[config.mk]
export PLATFORM = sky130hd
export DESIGN_NAME = ser_link_top
export DESIGN_NICKNAME = d
export VERILOG_FILES = /design/src/logic/ser_pkg.sv /design/src/logic/ser_par2ser.sv /design/src/logic/ser_ser2par.sv /design/src/logic/ser_tx_ctrl.sv /design/src/logic/ser_rx_ctrl.sv /design/src/logic/ser_link_top.sv
export SDC_FILE = /design/constraint.sdc
export NUM_CORES = 1
export LEC_CHECK = 0
export ABC_AREA = 1
export BUFFER_PORTS_ARGS = -buffer_cell sky130_fd_sc_hd__clkbuf_2
export CAP_MARGIN = 20
export CORE_AREA = 5 5 136 138
export DETAILED_ROUTE_END_ITERATION = 16
export DIE_AREA = 0 0 141 143
export PLACE_DENSITY_LB_ADDON = 0.12
export SKIP_LAST_GASP = 1
export SYNTH_ARGS = -nofsm -noshare
export SYNTH_HDL_FRONTEND = slang
export SYNTH_SLANG_ARGS = --single-unit
[constraint.sdc]
create_clock -name clk -period 8.94 [get_ports clk]
set_clock_uncertainty 0.2 [all_clocks]
set_input_delay 0.447 -clock clk [delete_from_list [all_inputs] [get_ports clk]]
set_output_delay 0.447 -clock clk [all_outputs]
set_load 0.1 [all_outputs]
[src/logic/ser_pkg.sv]
`default_nettype none

package ser_pkg;

   // ##########################################################
   // Widths
   // ##########################################################

   // Parallel word width
   localparam int PW = 64;

   // Serial lane width of one beat on the wire
   localparam int SW = 4;

   // Beats needed to move one word
   localparam int BEATS = PW / SW;

   // Beat counter width
   localparam int CW = $clog2(BEATS);

   // ##########################################################
   // Types
   // ##########################################################

   typedef logic [PW-1:0] word_t;
   typedef logic [SW-1:0] lane_t;
   typedef logic [CW-1:0] cnt_t;

   // Transmit sequencer states
   typedef enum logic {
      TX_IDLE,
      TX_SEND
   } tx_state_t;

   // Receive framer states
   typedef enum logic {
      RX_IDLE,
      RX_COLLECT
   } rx_state_t;

endpackage

`default_nettype wire

[src/logic/ser_par2ser.sv]
`default_nettype none

module ser_par2ser (
   input  logic           clk,
   input  logic           tx_capture,
   input  logic           tx_shift,
   input  logic           lsbfirst,
   input  ser_pkg::word_t tx_data,
   output ser_pkg::lane_t ser_data_out
);
   import ser_pkg::*;

   // Holds the word being sent
   word_t sreg;

   // ##########################################################
   // Shift register
   // ##########################################################

   // Capture has priority, the controller never asks for both
   // LSB first moves the word down, the bottom lane leaves first
   // MSB first moves the word up, the top lane leaves first
   always_ff @(posedge clk) begin
      if (tx_capture) begin
         sreg <= tx_data;
      end else if (tx_shift) begin
         if (lsbfirst) begin
            sreg <= {{SW{1'b0}}, sreg[PW-1:SW]};
         end else begin
            sreg <= {sreg[PW-SW-1:0], {SW{1'b0}}};
         end
      end
   end

   // ##########################################################
   // Output lane
   // ##########################################################

   // Current beat sits at the end the word moves toward
   always_comb begin
      if (lsbfirst) begin
         ser_data_out = sreg[SW-1:0];
      end else begin
         ser_data_out = sreg[PW-1:PW-SW];
      end
   end

   // Vacated lanes fill with zero
   // Only the first BEATS lanes after a capture carry data

endmodule

`default_nettype wire

[src/logic/ser_ser2par.sv]
`default_nettype none

module ser_ser2par (
   input  logic           clk,
   input  logic           shift,
   input  logic           lsbfirst,
   input  ser_pkg::lane_t ser_data_in,
   output ser_pkg::word_t rx_data
);
   import ser_pkg::*;

   // ##########################################################
   // Collecting shift register
   // ##########################################################

   // LSB first
   // new lane enters at the top, the word moves down
   // first beat ends in the bottom lane after BEATS shifts

   // MSB first
   // new lane enters at the bottom, the word moves up
   // first beat ends in the top lane after BEATS shifts

   always_ff @(posedge clk) begin
      if (shift) begin
         if (lsbfirst) begin
            rx_data <= {ser_data_in, rx_data[PW-1:SW]};
         end else begin
            rx_data <= {rx_data[PW-SW-1:0], ser_data_in};
         end
      end
   end

   // Word holds while shift is low
   // So it stays stable during the valid cycle

endmodule

`default_nettype wire

[src/logic/ser_tx_ctrl.sv]
`default_nettype none

module ser_tx_ctrl (
   input  logic clk,
   input  logic rst,
   input  logic tx_load,
   output logic tx_capture,
   output logic tx_shift,
   output logic ser_frame_out,
   output logic tx_busy
);
   import ser_pkg::*;

   tx_state_t state;
   cnt_t      beat_cnt;

   // Final beat of the current word on the wire
   logic      last_beat;

   // Load taken this cycle
   logic      accept;

   // ##########################################################
   // Decode
   // ##########################################################

   always_comb begin
      last_beat = (state == TX_SEND) && (beat_cnt == cnt_t'(BEATS - 1));

      // Busy drops in the last beat so a new word can chain on
      tx_busy = (state == TX_SEND) && !last_beat;

      // Loads while busy are dropped
      accept = tx_load && !tx_busy;
   end

   // Word register loads on the accepting edge
   assign tx_capture = accept;

   // Advance every beat except the last
   // After the last beat the register is either reloaded or idle
   assign tx_shift = (state == TX_SEND) && !last_beat;

   // Frame covers all BEATS cycles of a word
   assign ser_frame_out = (state == TX_SEND);

   // ##########################################################
   // Sequencer
   // ##########################################################

   always_ff @(posedge clk) begin
      if (rst) begin
         state    <= TX_IDLE;
         beat_cnt <= '0;
      end else begin
         unique case (state)
            TX_IDLE: begin
               beat_cnt <= '0;
               if (accept) begin
                  state <= TX_SEND;
               end
            end
            TX_SEND: begin
               if (last_beat) begin
                  // Counter restarts for a chained word
                  beat_cnt <= '0;
                  if (!accept) begin
                     state <= TX_IDLE;
                  end
               end else begin
                  beat_cnt <= beat_cnt + cnt_t'(1);
               end
            end
            default: begin
               state    <= TX_IDLE;
               beat_cnt <= '0;
            end
         endcase
      end
   end

   // A chained load keeps TX_SEND, so the frame has no gap

endmodule

`default_nettype wire

[src/logic/ser_rx_ctrl.sv]
`default_nettype none

module ser_rx_ctrl (
   input  logic clk,
   input  logic rst,
   input  logic ser_frame_in,
   output logic rx_valid,
   output logic rx_error
);
   import ser_pkg::*;

   rx_state_t state;

   // Beats taken so far in this word
   cnt_t      beat_cnt;

   // Frame sample completes a word
   logic      word_done;

   // ##########################################################
   // Decode
   // ##########################################################

   // Sixteenth beat seen with the frame still high
   assign word_done = (state == RX_COLLECT) && ser_frame_in &&
                      (beat_cnt == cnt_t'(BEATS - 1));

   // ##########################################################
   // Framer
   // ##########################################################

   // Every edge with frame high is one beat
   // The data shifter uses the same level as its shift
   always_ff @(posedge clk) begin
      if (rst) begin
         state    <= RX_IDLE;
         beat_cnt <= '0;
         rx_valid <= 1'b0;
         rx_error <= 1'b0;
      end else begin
         // Both flags are single cycle pulses
         rx_valid <= 1'b0;
         rx_error <= 1'b0;
         unique case (state)
            RX_IDLE: begin
               if (ser_frame_in) begin
                  // First beat of a new word
                  state    <= RX_COLLECT;
                  beat_cnt <= cnt_t'(1);
               end
            end
            RX_COLLECT: begin
               if (word_done) begin
                  // Wrap so the next frame can follow directly
                  rx_valid <= 1'b1;
                  beat_cnt <= '0;
                  state    <= RX_IDLE;
               end else if (ser_frame_in) begin
                  beat_cnt <= beat_cnt + cnt_t'(1);
               end else begin
                  // Frame fell mid word
                  // Partial data is dropped, never flagged valid
                  rx_error <= 1'b1;
                  beat_cnt <= '0;
                  state    <= RX_IDLE;
               end
            end
            default: begin
               state    <= RX_IDLE;
               beat_cnt <= '0;
            end
         endcase
      end
   end

   // Idle with frame low is normal line rest
   // Count is always zero in RX_IDLE

endmodule

`default_nettype wire

[src/logic/ser_link_top.sv]
`default_nettype none

module ser_link_top (
   input  logic           clk,
   input  logic           rst,

   // Parallel transmit side
   input  ser_pkg::word_t tx_data,
   input  logic           tx_load,
   input  logic           lsbfirst,
   output logic           tx_busy,

   // Serial transmit lines
   output ser_pkg::lane_t ser_data_out,
   output logic           ser_frame_out,

   // Serial receive lines
   input  ser_pkg::lane_t ser_data_in,
   input  logic           ser_frame_in,

   // Parallel receive side
   output ser_pkg::word_t rx_data,
   output logic           rx_valid,
   output logic           rx_error
);

   // ##########################################################
   // Transmit path
   // ##########################################################

   // Sequencer to shifter strobes
   logic tx_capture;
   logic tx_shift;

   // Load handshake, beat count and frame level
   ser_tx_ctrl u_tx_ctrl (
      .clk           (clk),
      .rst           (rst),
      .tx_load       (tx_load),
      .tx_capture    (tx_capture),
      .tx_shift      (tx_shift),
      .ser_frame_out (ser_frame_out),
      .tx_busy       (tx_busy)
   );

   // Word register shifting one lane out per beat
   ser_par2ser u_par2ser (
      .clk          (clk),
      .tx_capture   (tx_capture),
      .tx_shift     (tx_shift),
      .lsbfirst     (lsbfirst),
      .tx_data      (tx_data),
      .ser_data_out (ser_data_out)
   );

   // ##########################################################
   // Receive path
   // ##########################################################

   // Beat counting, valid and short frame detection
   ser_rx_ctrl u_rx_ctrl (
      .clk          (clk),
      .rst          (rst),
      .ser_frame_in (ser_frame_in),
      .rx_valid     (rx_valid),
      .rx_error     (rx_error)
   );

   // Frame level doubles as the shift enable
   ser_ser2par u_ser2par (
      .clk         (clk),
      .shift       (ser_frame_in),
      .lsbfirst    (lsbfirst),
      .ser_data_in (ser_data_in),
      .rx_data     (rx_data)
   );

   // Bit order is one level for both directions
   // Hold it steady from load to the matching rx_valid

endmodule

`default_nettype wire

# Word level (Yosys, flattened, before mapping)

Cells that the tools add are included.

Add/sub/neg operators: 2
Equal/unequal tests: 3
Mux-type cells: 19
Bitwise gates (word level): 2
Reductions and logical operators: 10

Operators with widths:

| kind                                          | number |
|---|---|
| two-way mux 64 bit                            | 4 |
| two-way mux 4 bit                             | 5 |
| one-hot mux 4 bit (2 select lines)            | 2 |
| adder 4 x 1 -> 4 bit (second input constant)  | 2 |
| == test 4 bit (second input constant)         | 2 |
| two-way mux 1 bit                             | 6 |
| logical AND 1 bit                             | 5 |
| one-hot mux 1 bit (2 select lines)            | 2 |
| OR reduction 3 bit                            | 1 |
| logical NOT 1 bit                             | 2 |
| inequality test 2 bit (second input constant) | 1 |
| inverter 1 bit                                | 2 |
| nonzero test 2 bit                            | 1 |
| OR reduction 2 bit                            | 1 |

Register bits: 140
Bits of input ports: 73
Output and inout port bits: 72
Logic and storage cells: 44

# Longest topological paths before layout

Gate-level depths: netlist of run 1.

Word-level depth: 9
Depth in mapped cells: 8
Mapped depth without buffers: 6

# Hierarchy

From an unflattened synthesis of run 1, not the netlist that was laid out.

Cell total of the unflattened synthesis: 689
Area, all modules: 6618.8 µm²

Modules (own cells, without submodules):

| module      | instances | cells an instance | area each (µm²) | seq. area each (µm²) |
|---|---|---|---|---|
| ser_par2ser | 1         | 354               | 3334.4          | 1921.8 |
| ser_ser2par | 1         | 270               | 2766.4          | 1921.8 |
| ser_rx_ctrl | 1         | 39                | 301.5           | 140.1 |
| ser_tx_ctrl | 1         | 26                | 216.5           | 100.1 |

# Least setup slack after synthesis of run 1

OpenSTA, ideal clock, no wires.

Path type: in2out
Start point: in lsbfirst
End point: out ser_data_out[0]
Data arrival time: 2.941 ns
Required time: 8.293 ns
Slack: 5.352 ns
Stages on the path: 4
Buffers on the path: 2
Cells stage by stage: buf_2 > inv_2 > clkbuf_1 > o21ai_0

Word-level cells in the longest chain between the ends: 1

RTL lines:

| what              | RTL line           | source |
|---|---|---|
| from (decl)       | ser_link_top.sv:10 | `input logic lsbfirst,` |
| two-way mux 4 bit | ser_par2ser.sv:41  | `if (lsbfirst) begin` |
| to (decl)         | ser_link_top.sv:14 | `output ser_pkg::lane_t ser_data_out,` |

No other way between the ends.

# Final worst setup path of run 1

Same ends and word-level chain as after synthesis.

==> results of run 1 <==
[power by group through the flow]
stage	combinational (W)	sequential, W	clock, W
2_1_floorplan	0.000142	0.00100	0
3_3_place_gp	0.000375	0.000853	0
3_5_place_dp	0.000379	0.000854	0
4_1_cts	0.000380	0.000841	0.000742
5_1_grt	0.000405	0.000848	0.000773
6_report	0.000376	0.000841	0.000728
[registers in the layout (all words and copies together) (netlist names)]
name / flops
u_rx_ctrl.rx_valid: 1
u_rx_ctrl.beat_cnt: 4
u_rx_ctrl.state: 1
u_tx_ctrl.ser_frame_out: 1
u_par2ser.sreg: 64
u_tx_ctrl.beat_cnt: 4
u_ser2par.rx_data: 64
u_rx_ctrl.rx_error: 1
[Yosys cell counts]
| cell type | count | area (µm²) |
|---|---|---|
| nand2_1 | 240 | 901 |
| edfxtp_1 | 128 | 3840 |
| nand3_1 | 74 | 370 |
| o211ai_1 | 44 | 330 |
| or2_2 | 36 | 225 |
| buf_2 | 25 | 125 |
| o21ai_0 | 24 | 120 |
| clkbuf_1 | 21 | 78.8 |
| inv_1 | 20 | 75.1 |
| or2_1 | 17 | 106 |
| dfxtp_1 | 12 | 240 |
| nor2_1 | 12 | 45.0 |
| a21oi_1 | 9 | 45.0 |
| o211ai_2 | 8 | 100 |
| buf_6 | 3 | 33.8 |
| ha_1 | 2 | 25.0 |
| nand2_2 | 2 | 12.5 |
| nand4_1 | 2 | 12.5 |
| inv_2 | 1 | 3.75 |
| nor3_1 | 1 | 5.00 |
| o21a_1 | 1 | 7.51 |
| xnor2_1 | 1 | 8.76 |
| xor2_1 | 1 | 8.76 |
[path summary, 6_finish.rpt]
kind                                    start                                  to  slack (ns)  cells past startpoint
max                                  lsbfirst                     ser_data_out[0]        5.54                      5
min                                       rst  u_rx_ctrl.beat_cnt[2]$_SDFFE_PP0P_        0.11                      2
max reg2reg  u_tx_ctrl.beat_cnt[0]$_SDFF_PP0_        u_par2ser.sreg[16]$_DFFE_PP_        5.99                      8
min reg2reg  u_tx_ctrl.beat_cnt[0]$_SDFF_PP0_    u_tx_ctrl.beat_cnt[0]$_SDFF_PP0_        0.26                      1
[metal layers]
metal,GRT usage,up-vias,part of all wire
met5,0,-,0
met2,0.262,184,0.46
met1,0.242,2505,0.46
met3,0.0419,21,0.068
li1,-,2596,-
met4,0.0586,0,0.016
[cell type report]
type	instances	area [µm²]
inverters	21	80.1
well taps	225	282
clock buffers	18	429
repair buffers	151	776
multi-input cells	474	2330
flip-flops and latches	140	4080
fillers	1654	8900
clock inverters	14	176
[per-stage QoR]
stage                     power [W]  hold slack (ns)
after floorplan             0.00114            0.218
after global placement      0.00123            0.228
after detailed placement    0.00123            0.258
after CTS                   0.00196           0.0874
after global routing        0.00203            0.111
final                       0.00194            0.110
[kinds of logic after synthesis]
group	synth area share
buf+inv	0.0471
xor+xnor	0.00261
simple gates	0.250
flops	0.607
compound gates	0.0897
fa+ha+maj	0.00372
[worst register-to-register path, stage by stage (launching register included)]
cell      delay (ns)
dfxtp_1         0.35
ha_1            0.20
nand3_1         0.10
nand2_2         0.06
buf_4           0.50
nand2_2         0.61
buf_4           0.45
o211ai_1        0.17
nand2_1         0.08
==> summary.md, run 1 <==
| Metric | Value |
|---|---|
| Buf/Inv on CP | `4` |
| Slew Limit Headroom | `0.416` |
| Syn Area/Cell | `between 9 and 10 µm²` |
| Slowest cell delay on critical path | `approximately 0.6 ns` |
| Non-Filler Instances | `1043` |
| GRT Overall Usage | `0.172` |
| Switch share | `0.310` |
| Syn Std Cell Area | `6720 µm²` |
| Commonest non-fill, non-tap cell in the layout | `nand2_1` |
| Pins Over Slew Limit | `0` |
| Cells after Synth | `roughly 680` |
| Comb pwr share | `0.193` |
| DIE AREA | `around 20000 µm²` |
| Row count | `between 40 and 50` |
| CP max stage cell | `clkinv_2` |
| Peak supply drop | `0.000143 V` |
| DR DRC count | `0` |
| P_leak | `roughly 3.6 nW` |
| Grt total ovfl | `0` |
| Detailed Routing Iterations Pass 1 | `6` |
| Yosys reg bits | `140` |
| Design Area, Final | `between 8000 and 9000 µm²` |
| Vias in the first global route | `between 5000 and 6000` |
| Most used cell, CP | `buf_4` |
| Hold_buf cts | `0` |
| Critical path endpoint category | `output port` |
| Req. time, crit path | `between 8 and 9 ns` |
| Die Y | `between 100 and 150 µm` |
| CTS Root Buffer Type | `clkbuf_16` |
| Final min period | `between 3 and 4 ns` |
| Clock Latency Late Sink | `0.42 ns` |
| Reg clk slew, reported paths | `approximately 0.06 ns` |
| Dpl hpwl | `around 11000 µm` |
| Sequential power share | `0.432` |
| Detail Route Antenna Nets | `0` |
| Most frequent cells in the layout | `nand2_1, clkbuf_2, edfxtp_1` |
| Port bufs | `144` |
| Post-cts sizing count | `0` |
| Max Freq | `0.294 GHz` |
| Dpl cells | `1011` |
| Final Cycle Share | `0.380` |
| Core area | `approximately 17000 µm²` |
| CP arrival | `approximately 2.8 ns` |
| Share of cells above drive strength 1 | `0.278` |
| Synth warnings | `0` |
| Nets | `880` |
| CTS Buffer Depth | `2` |
| Routed WL | `17000 µm` |
| Largest net degree at the start of global routing | `90` |
| Die Width | `about 140 µm` |
| Hold Fails Final Rpt | `0` |
| MaxCap Viol Count | `0` |
| Unrepaired setup endpoints after global routing | `false` |
| Sum Neg Setup Slack | `0 ns` |
| H-tree Lvls | `4` |
| Num CTS Buffers | `17` |
| Worst Hold Class | `in2reg` |
| Worst path top cell family by delay | `buffers and inverters` |
| Area added between synthesis and finish | `21.3%` |
| Vias per cell | `about 5.1` |
| Post-Syn Nets | `between 700 and 800` |
| TritonCTS clock tree | `done` |
| Clock sink count | `140` |
| Startpoint Class | `input pin` |
| 1st-iter DRT viols | `353` |
| Final setup fails | `0` |
| Internal Power | `~0.0013 W` |
| Sequential fraction of the synthesis area | `0.607` |
| Initial antenna violation count | `0` |
| Slew @ Worst Pin | `slightly below 0.9 ns` |
| I/O pin cnt | `~150` |
| Routability congestion estimate | `0.792` |
| Post-CTS Setup Inserts | `0` |
| Status | `completed` |
| Type of the worst setup path | `in2out` |
| Power per cell area | `~240 nW/µm²` |
| Max FO, Critical Path | `89` |
| ANT cells | `0` |
| Final WS setup | `around 5.5 ns` |
| Net switching power | `0.000603 W` |
| Util after Layout | `0.478` |
| Vias | `approximately 5300` |
| Place WS | `between 5 and 6 ns` |
| First-pass GRT wire length | `about 28000 µm` |
| Clock power share | `0.374` |
| Crit path cell chain | `buf_4 > clkinv_2 > buf_4 > o21ai_0 > clkbuf_2` |
| Distinct cells, synth | `23` |
| Initial Util | `0.394` |
| Placed Area | `roughly 7500 µm²` |
| Wire per inst | `16.3 µm` |
Power figures use the tool's default switching activity.
==> run 2, diff against run 1 <==
==> constraint.sdc (replaced) <==
create_clock -name clk -period 3.2 [get_ports clk]
set_clock_uncertainty 0.2 [all_clocks]
set_input_delay 0.16 -clock clk [delete_from_list [all_inputs] [get_ports clk]]
set_output_delay 0.16 -clock clk [all_outputs]
set_load 0.1 [all_outputs]
==> run 2 against run 1 <==
Net effect: critical endpoint is now u_par2ser.sreg[55]$_DFFE_PP_; cell count increased by 7.2%; routed wire length increased by 2.7%; critical path type is now reg2reg; register-to-register slack got worse by 4.9 ns.
==> summary.md, run 2 (synthesis results as in run 1) <==
| Metric | Value |
|---|---|
| CP max stage cell | `buf_4` |
| DIE AREA | `roughly 20000 µm²` |
| Wire per inst | `around 16 µm` |
| Post-CTS Setup Inserts | `0` |
| MaxCap Viol Count | `0` |
| Worst Hold Class | `in2reg` |
| Detailed Routing Iterations Pass 1 | `5` |
| Startpoint Class | `flip-flop` |
| Grt total ovfl | `0` |
| Critical path endpoint category | `flip-flop` |
| Top Registers | `u_par2ser.sreg (64), u_ser2par.rx_data (64)` |
| Slew Limit Headroom | `0.500` |
| Design Area, Final | `slightly below 9000 µm²` |
| Vias | `5599` |
| Initial antenna violation count | `1` |
| CTS Root Buffer Type | `clkbuf_16` |
| Max FO, Critical Path | `between 60 and 70` |
| Port bufs | `between 100 and 150` |
| Detail Route Antenna Nets | `0` |
| Num CTS Buffers | `17` |
| Unrepaired setup endpoints after global routing | `false` |
| Routed WL | `approximately 17000 µm` |
| Sum Neg Setup Slack | `0 ns` |
| H-tree Lvls | `4` |
| Commonest non-fill, non-tap cell in the layout | `nand2_1` |
| Die Width | `roughly 140 µm` |
| Vias in the first global route | `5500` |
| Clock power share | `0.349` |
| Peak supply drop | `just over 0.0004 V` |
| Pins Over Slew Limit | `0` |
| Power per cell area | `approximately 600 nW/µm²` |
| I/O pin cnt | `roughly 150` |
| Comb pwr share | `0.214` |
| CTS Buffer Depth | `2` |
| Reg clk slew, reported paths | `roughly 0.060 ns` |
| 1st-iter DRT viols | `~430` |
| Hold_buf cts | `70` |
| Share of cells above drive strength 1 | `0.260` |
| Most used cell, CP | `nand2_2` |
| Clock Latency Late Sink | `approximately 0.42 ns` |
| Dpl hpwl | `11500 µm` |
| Hold Fails Final Rpt | `0` |
| P_leak | `3.88 nW` |
| DR DRC count | `0` |
| Internal Power | `~0.0037 W` |
| Placed Area | `about 7600 µm²` |
| Max Freq | `0.463 GHz` |
| Nets | `about 960` |
| Slowest cell delay on critical path | `roughly 0.50 ns` |
| Post-cts sizing count | `0` |
| Status | `completed` |
| Crit path cell chain | `ha_1 > nand3_1 > nand2_2 > buf_4 > nand2_2 > buf_12` |
| Die Y | `about 140 µm` |
| Final setup fails | `0` |
| GRT Overall Usage | `0.175` |
| Area added between synthesis and finish | `32.5%` |
| TritonCTS clock tree | `done` |
| Final Cycle Share | `0.675` |
| Overall power | `between 0.005 and 0.006 W` |
| Req. time, crit path | `3.13 ns` |
| CP arrival | `about 2.1 ns` |
| Final min period | `2.16 ns` |
| Most frequent cells in the layout | `nand2_1, clkbuf_2, edfxtp_1` |
| Sequential power share | `0.437` |
| Type of the worst setup path | `reg2reg` |
| Net switching power | `~0.0017 W` |
| Switch share | `0.317` |
| First-pass GRT wire length | `28000 µm` |
| ANT cells | `0` |
| Vias per cell | `5.01` |
| Routability congestion estimate | `a little under 0.8` |
| Clock sink count | `between 100 and 150` |
| Core area | `around 17000 µm²` |
| Row count | `48` |
| Initial Util | `0.394` |
| Largest net degree at the start of global routing | `around 90` |
| Slew @ Worst Pin | `0.750 ns` |
-- run 2: layer usage --
layer	part of all wire	up-vias	GRT usage	wire (µm)
met1	0.45	2647	0.233	7800
met3	0.060	28	0.0372	1040
met5	0.00075	-	0	13
met2	0.47	175	0.286	8250
met4	0.019	2	0.0602	336
li1	-	2747	-	-
-- run 2: critical path: cells and delay by family (launching register included) --
| kind | cells | cell delay [ns] |
|---|---|---|
| buf+inv | 2 | 0.75 |
| flops | 1 | 0.36 |
| fa+ha+maj | 1 | 0.19 |
| simple gates | 3 | 0.34 |
-- run 2: per-stage QoR --
step,cells,utilization,hold slack [ns],setup WS (ns)
CTS,1118,0.522,0.0753,1.03
detailed placement,1017,0.449,0.244,1.04
finish,1118,0.522,0.0776,1.04
global route,1118,0.522,0.0879,0.888
floorplan,684,-,0.0377,0.186
global placement,1017,0.449,0.233,1.11
-- run 2: power by group through the flow --
stage | clock network (W) | registers (W) | logic, W
floorplan | 0 | 0.00280 | 0.000397
global placement | 0 | 0.00238 | 0.00107
detailed placement | 0 | 0.00238 | 0.00109
global route | 0.00199 | 0.00236 | 0.00123
finish | 0.00187 | 0.00235 | 0.00115
CTS | 0.00190 | 0.00235 | 0.00116
-- run 2: area by class of cell --
class / count / area (µm²)
Fill cell: 1596 / 8150
Sequential cell: 140 / 4080
Multi-Input combinational cell: 474 / 2330
Timing Repair Buffer: 227 / 1580
Clock buffer: 17 / 425
Tap cell: 225 / 282
Clock inverter: 14 / 130
Inverter: 21 / 80.1
-- run 2: final timing paths --
kind,from,to,slack [ns],depth (start not counted)
worst max-delay path,u_tx_ctrl.beat_cnt[0]$_SDFF_PP0_,u_par2ser.sreg[55]$_DFFE_PP_,1.04,6
worst max register to register,u_tx_ctrl.beat_cnt[0]$_SDFF_PP0_,u_par2ser.sreg[55]$_DFFE_PP_,1.04,6
worst min register to register,u_tx_ctrl.beat_cnt[0]$_SDFF_PP0_,u_tx_ctrl.beat_cnt[0]$_SDFF_PP0_,0.25,1
worst min-delay path,ser_frame_in,u_ser2par.rx_data[14]$_DFFE_PP_,0.08,1
==> run 3, diff against run 2 <==
--- a/config.mk
+++ b/config.mk
@@ -5,12 +5,12 @@
 export SDC_FILE = /design/constraint.sdc
 export NUM_CORES = 1
 export LEC_CHECK = 0
-export ABC_AREA = 1
+export ABC_AREA = 0
 export BUFFER_PORTS_ARGS = -buffer_cell sky130_fd_sc_hd__clkbuf_2
 export CAP_MARGIN = 20
-export CORE_AREA = 5 5 136 138
+export CORE_AREA = 5 5 139 141
 export DETAILED_ROUTE_END_ITERATION = 16
-export DIE_AREA = 0 0 141 143
+export DIE_AREA = 0 0 144 146
 export PLACE_DENSITY_LB_ADDON = 0.12
 export SKIP_LAST_GASP = 1
 export SYNTH_ARGS = -nofsm -noshare
==> constraint.sdc (replaced) <==
create_clock -name clk -period 2.2 [get_ports clk]
set_clock_uncertainty 0.2 [all_clocks]
set_input_delay 0.11 -clock clk [delete_from_list [all_inputs] [get_ports clk]]
set_output_delay 0.11 -clock clk [all_outputs]
set_load 0.1 [all_outputs]
==> run 3 against run 2 <==
Net effect: register-to-register slack worse by 0.92 ns; critical path depth unchanged; highest routed layer is now met4; non-clock buffer count unchanged; sequential share of layout area down 1.9 points; via count down 26%; utilization down 0.066 points; cell count down 22%; critical path type unchanged; synthesized cell count down 41%; maximum frequency up 4.0%.
==> summary.md, run 3 <==
| Metric | Value |
|---|---|
| Area added between synthesis and finish | `32.9%` |
| Row count | `slightly below 50` |
| Buf/Inv on CP | `2` |
| Post-synth top area cell | `edfxtp_1` |
| Clock Latency Late Sink | `between 0.4 and 0.5 ns` |
| Detail Route Antenna Nets | `0` |
| Startpoint Class | `flip-flop` |
| Routability congestion estimate | `roughly 0.76` |
| Sequential fraction of the synthesis area | `0.583` |
| Worst Hold Class | `in2reg` |
| Max FO, Critical Path | `14` |
| Peak supply drop | `~0.00055 V` |
| Post-cts sizing count | `0` |
| Final setup fails | `0` |
| 1st-iter DRT viols | `approximately 160` |
| Most frequent cells in the layout | `clkbuf_2, edfxtp_1, mux2_2` |
| Wire per inst | `approximately 17 µm` |
| Dpl hpwl | `~10000 µm` |
| Syn Std Cell Area | `between 6000 and 7000 µm²` |
| Max Freq | `0.482 GHz` |
| Crit path cell chain | `ha_1 > nand3_2 > a21boi_4 > buf_12 > buf_12 > mux2_2` |
| Pins Over Slew Limit | `0` |
| Hold Fails Final Rpt | `0` |
| CTS Buffer Depth | `2` |
| Commonest non-fill, non-tap cell in the layout | `clkbuf_2` |
| Async SR Flop Fraction | `0` |
| Area occupied by registers | `4090 µm²` |
| Sum Neg Setup Slack | `0 ns` |
| Type of the worst setup path | `reg2reg` |
| Most used cell, CP | `buf_12` |
| Fillcell total | `1516` |
| Slew Limit Headroom | `0.620` |
| Largest net degree at the start of global routing | `70` |
| Clock sink count | `140` |
| Grt total ovfl | `0` |
| Unrepaired setup endpoints after global routing | `false` |
| Vias | `roughly 4200` |
| Hold_buf cts | `70` |
| Vias per cell | `about 4.8` |
| Share of cells above drive strength 1 | `0.575` |
| CP max stage cell | `dfxtp_1` |
| Slowest cell delay on critical path | `0.35 ns` |
| Yosys reg bits | `between 100 and 150` |
| Slew @ Worst Pin | `about 0.57 ns` |
| Placed Area | `8040 µm²` |
| Area share of the largest cell type after synthesis | `0.549` |
| DIE AREA | `roughly 21000 µm²` |
| Vias in the first global route | `4429` |
| I/O pin cnt | `about 150` |
| Area occupied by multi-input gates | `approximately 2600 µm²` |
| Cells after Synth | `about 400` |
| Syn Area/Cell | `17.4 µm²` |
| Top Registers | `u_par2ser.sreg (64), u_ser2par.rx_data (64)` |
| Port bufs | `about 140` |
| Post-synth top flop | `edfxtp_1` |
| CTS Root Buffer Type | `clkbuf_16` |
| Worst path top cell family by delay | `buffers and inverters` |
| Req. time, crit path | `2.16 ns` |
| Post-Syn Nets | `between 400 and 500` |
| Die Y | `around 150 µm` |
| ANT cells | `0` |
| First-pass GRT wire length | `23300 µm` |
| Post-CTS Setup Inserts | `0` |
| MaxCap Viol Count | `0` |
| Routed WL | `~15000 µm` |
| Synth top cells by count | `edfxtp_1, mux2_2, mux2_4` |
| Synth top area cells | `edfxtp_1, mux2_2, mux2_4` |
| TritonCTS clock tree | `done` |
| Number of synthesized flops with an enable pin | `between 100 and 150` |
| Core area | `between 15000 and 20000 µm²` |
| Die Width | `around 140 µm` |
| Initial Util | `0.392` |
| P_leak | `between 3 and 4 nW` |
| DR DRC count | `0` |
| H-tree Lvls | `4` |
| Design Area, Final | `between 9000 and 10000 µm²` |
| Initial antenna violation count | `0` |
| Status | `completed` |
| Distinct cells, synth | `35` |
| Overall power | `around 0.0081 W` |
| Final min period | `2.08 ns` |
| Top-count cell post-synth | `edfxtp_1` |
| Num CTS Buffers | `17` |
| Final Cycle Share | `0.943` |
| Detailed Routing Iterations Pass 1 | `4` |
| Nets | `700` |
| Critical path endpoint category | `flip-flop` |
| Synth warnings | `0` |
| Reg clk slew, reported paths | `roughly 0.06 ns` |
| GRT Overall Usage | `0.142` |
| CP arrival | `just over 2 ns` |
| Power per cell area | `roughly 870 nW/µm²` |
run 3: layout make-up:
type	instances	share of cell area
repair buffers	227	0.186
clock inverters	13	0.0136
multi-input cells	233	0.281
well taps	229	0.0308
clock buffers	19	0.0465
inverters	6	0.00242
flip-flops and latches	140	0.439
run 3: where the power goes:
group / leakage [nW] / total, W / switching (W) / internal (W)
combinational: 2.12 / 0.00193 / 0.00115 / 0.000777
sequential: 1.37 / 0.00345 / 0.000175 / 0.00327
clock: 0.255 / 0.00274 / 0.00109 / 0.00165
total: 3.75 / 0.00812 / 0.00242 / 0.00570
run 3: tightest hold or removal path: stages:
cell	delay [ns]
buf_4	0.21
nor2b_1	0.13
mux2_4	0.14
run 3: final timing paths:
kind                               startpoint                          endpoint  slack (ns)  depth (start not counted)
min                                  lsbfirst      u_par2ser.sreg[60]$_DFFE_PP_         0.1                          3
min reg2reg  u_tx_ctrl.beat_cnt[0]$_SDFF_PP0_  u_tx_ctrl.beat_cnt[0]$_SDFF_PP0_        0.26                          1
max reg2reg  u_tx_ctrl.beat_cnt[0]$_SDFF_PP0_       u_par2ser.sreg[6]$_DFFE_PP_        0.12                          6
max          u_tx_ctrl.beat_cnt[0]$_SDFF_PP0_       u_par2ser.sreg[6]$_DFFE_PP_        0.12                          6
run 3: cell families after synthesis:
kind of cell,after synthesis,synth area share
simple gates,33,0.0261
fa+ha+maj,2,0.00357
mux,188,0.332
flops,140,0.583
compound gates,8,0.00822
xor+xnor,2,0.00250
buf+inv,29,0.0443
run 3: routing by layer:
layer / vias up / track usage / share of wire
li1: 1999 / - / -
met1: 2020 / 0.185 / 0.46
met3: 21 / 0.0306 / 0.048
met4: 0 / 0.0499 / 0.018
met2: 121 / 0.231 / 0.48
met5: - / 0 / 0
run 3: metrics by stage:
stage / utilization / setup WS [ns] / cells / hold slack, ns
after global routing: 0.521 / 0.0350 / 867 / 0.133
final: 0.521 / 0.125 / 867 / 0.0972
after detailed placement: 0.451 / 0.129 / 765 / 0.214
after global placement: 0.451 / 0.146 / 765 / 0.204
after floorplan: - / 0.305 / 402 / -0.0139
after CTS: 0.521 / 0.111 / 867 / 0.0770
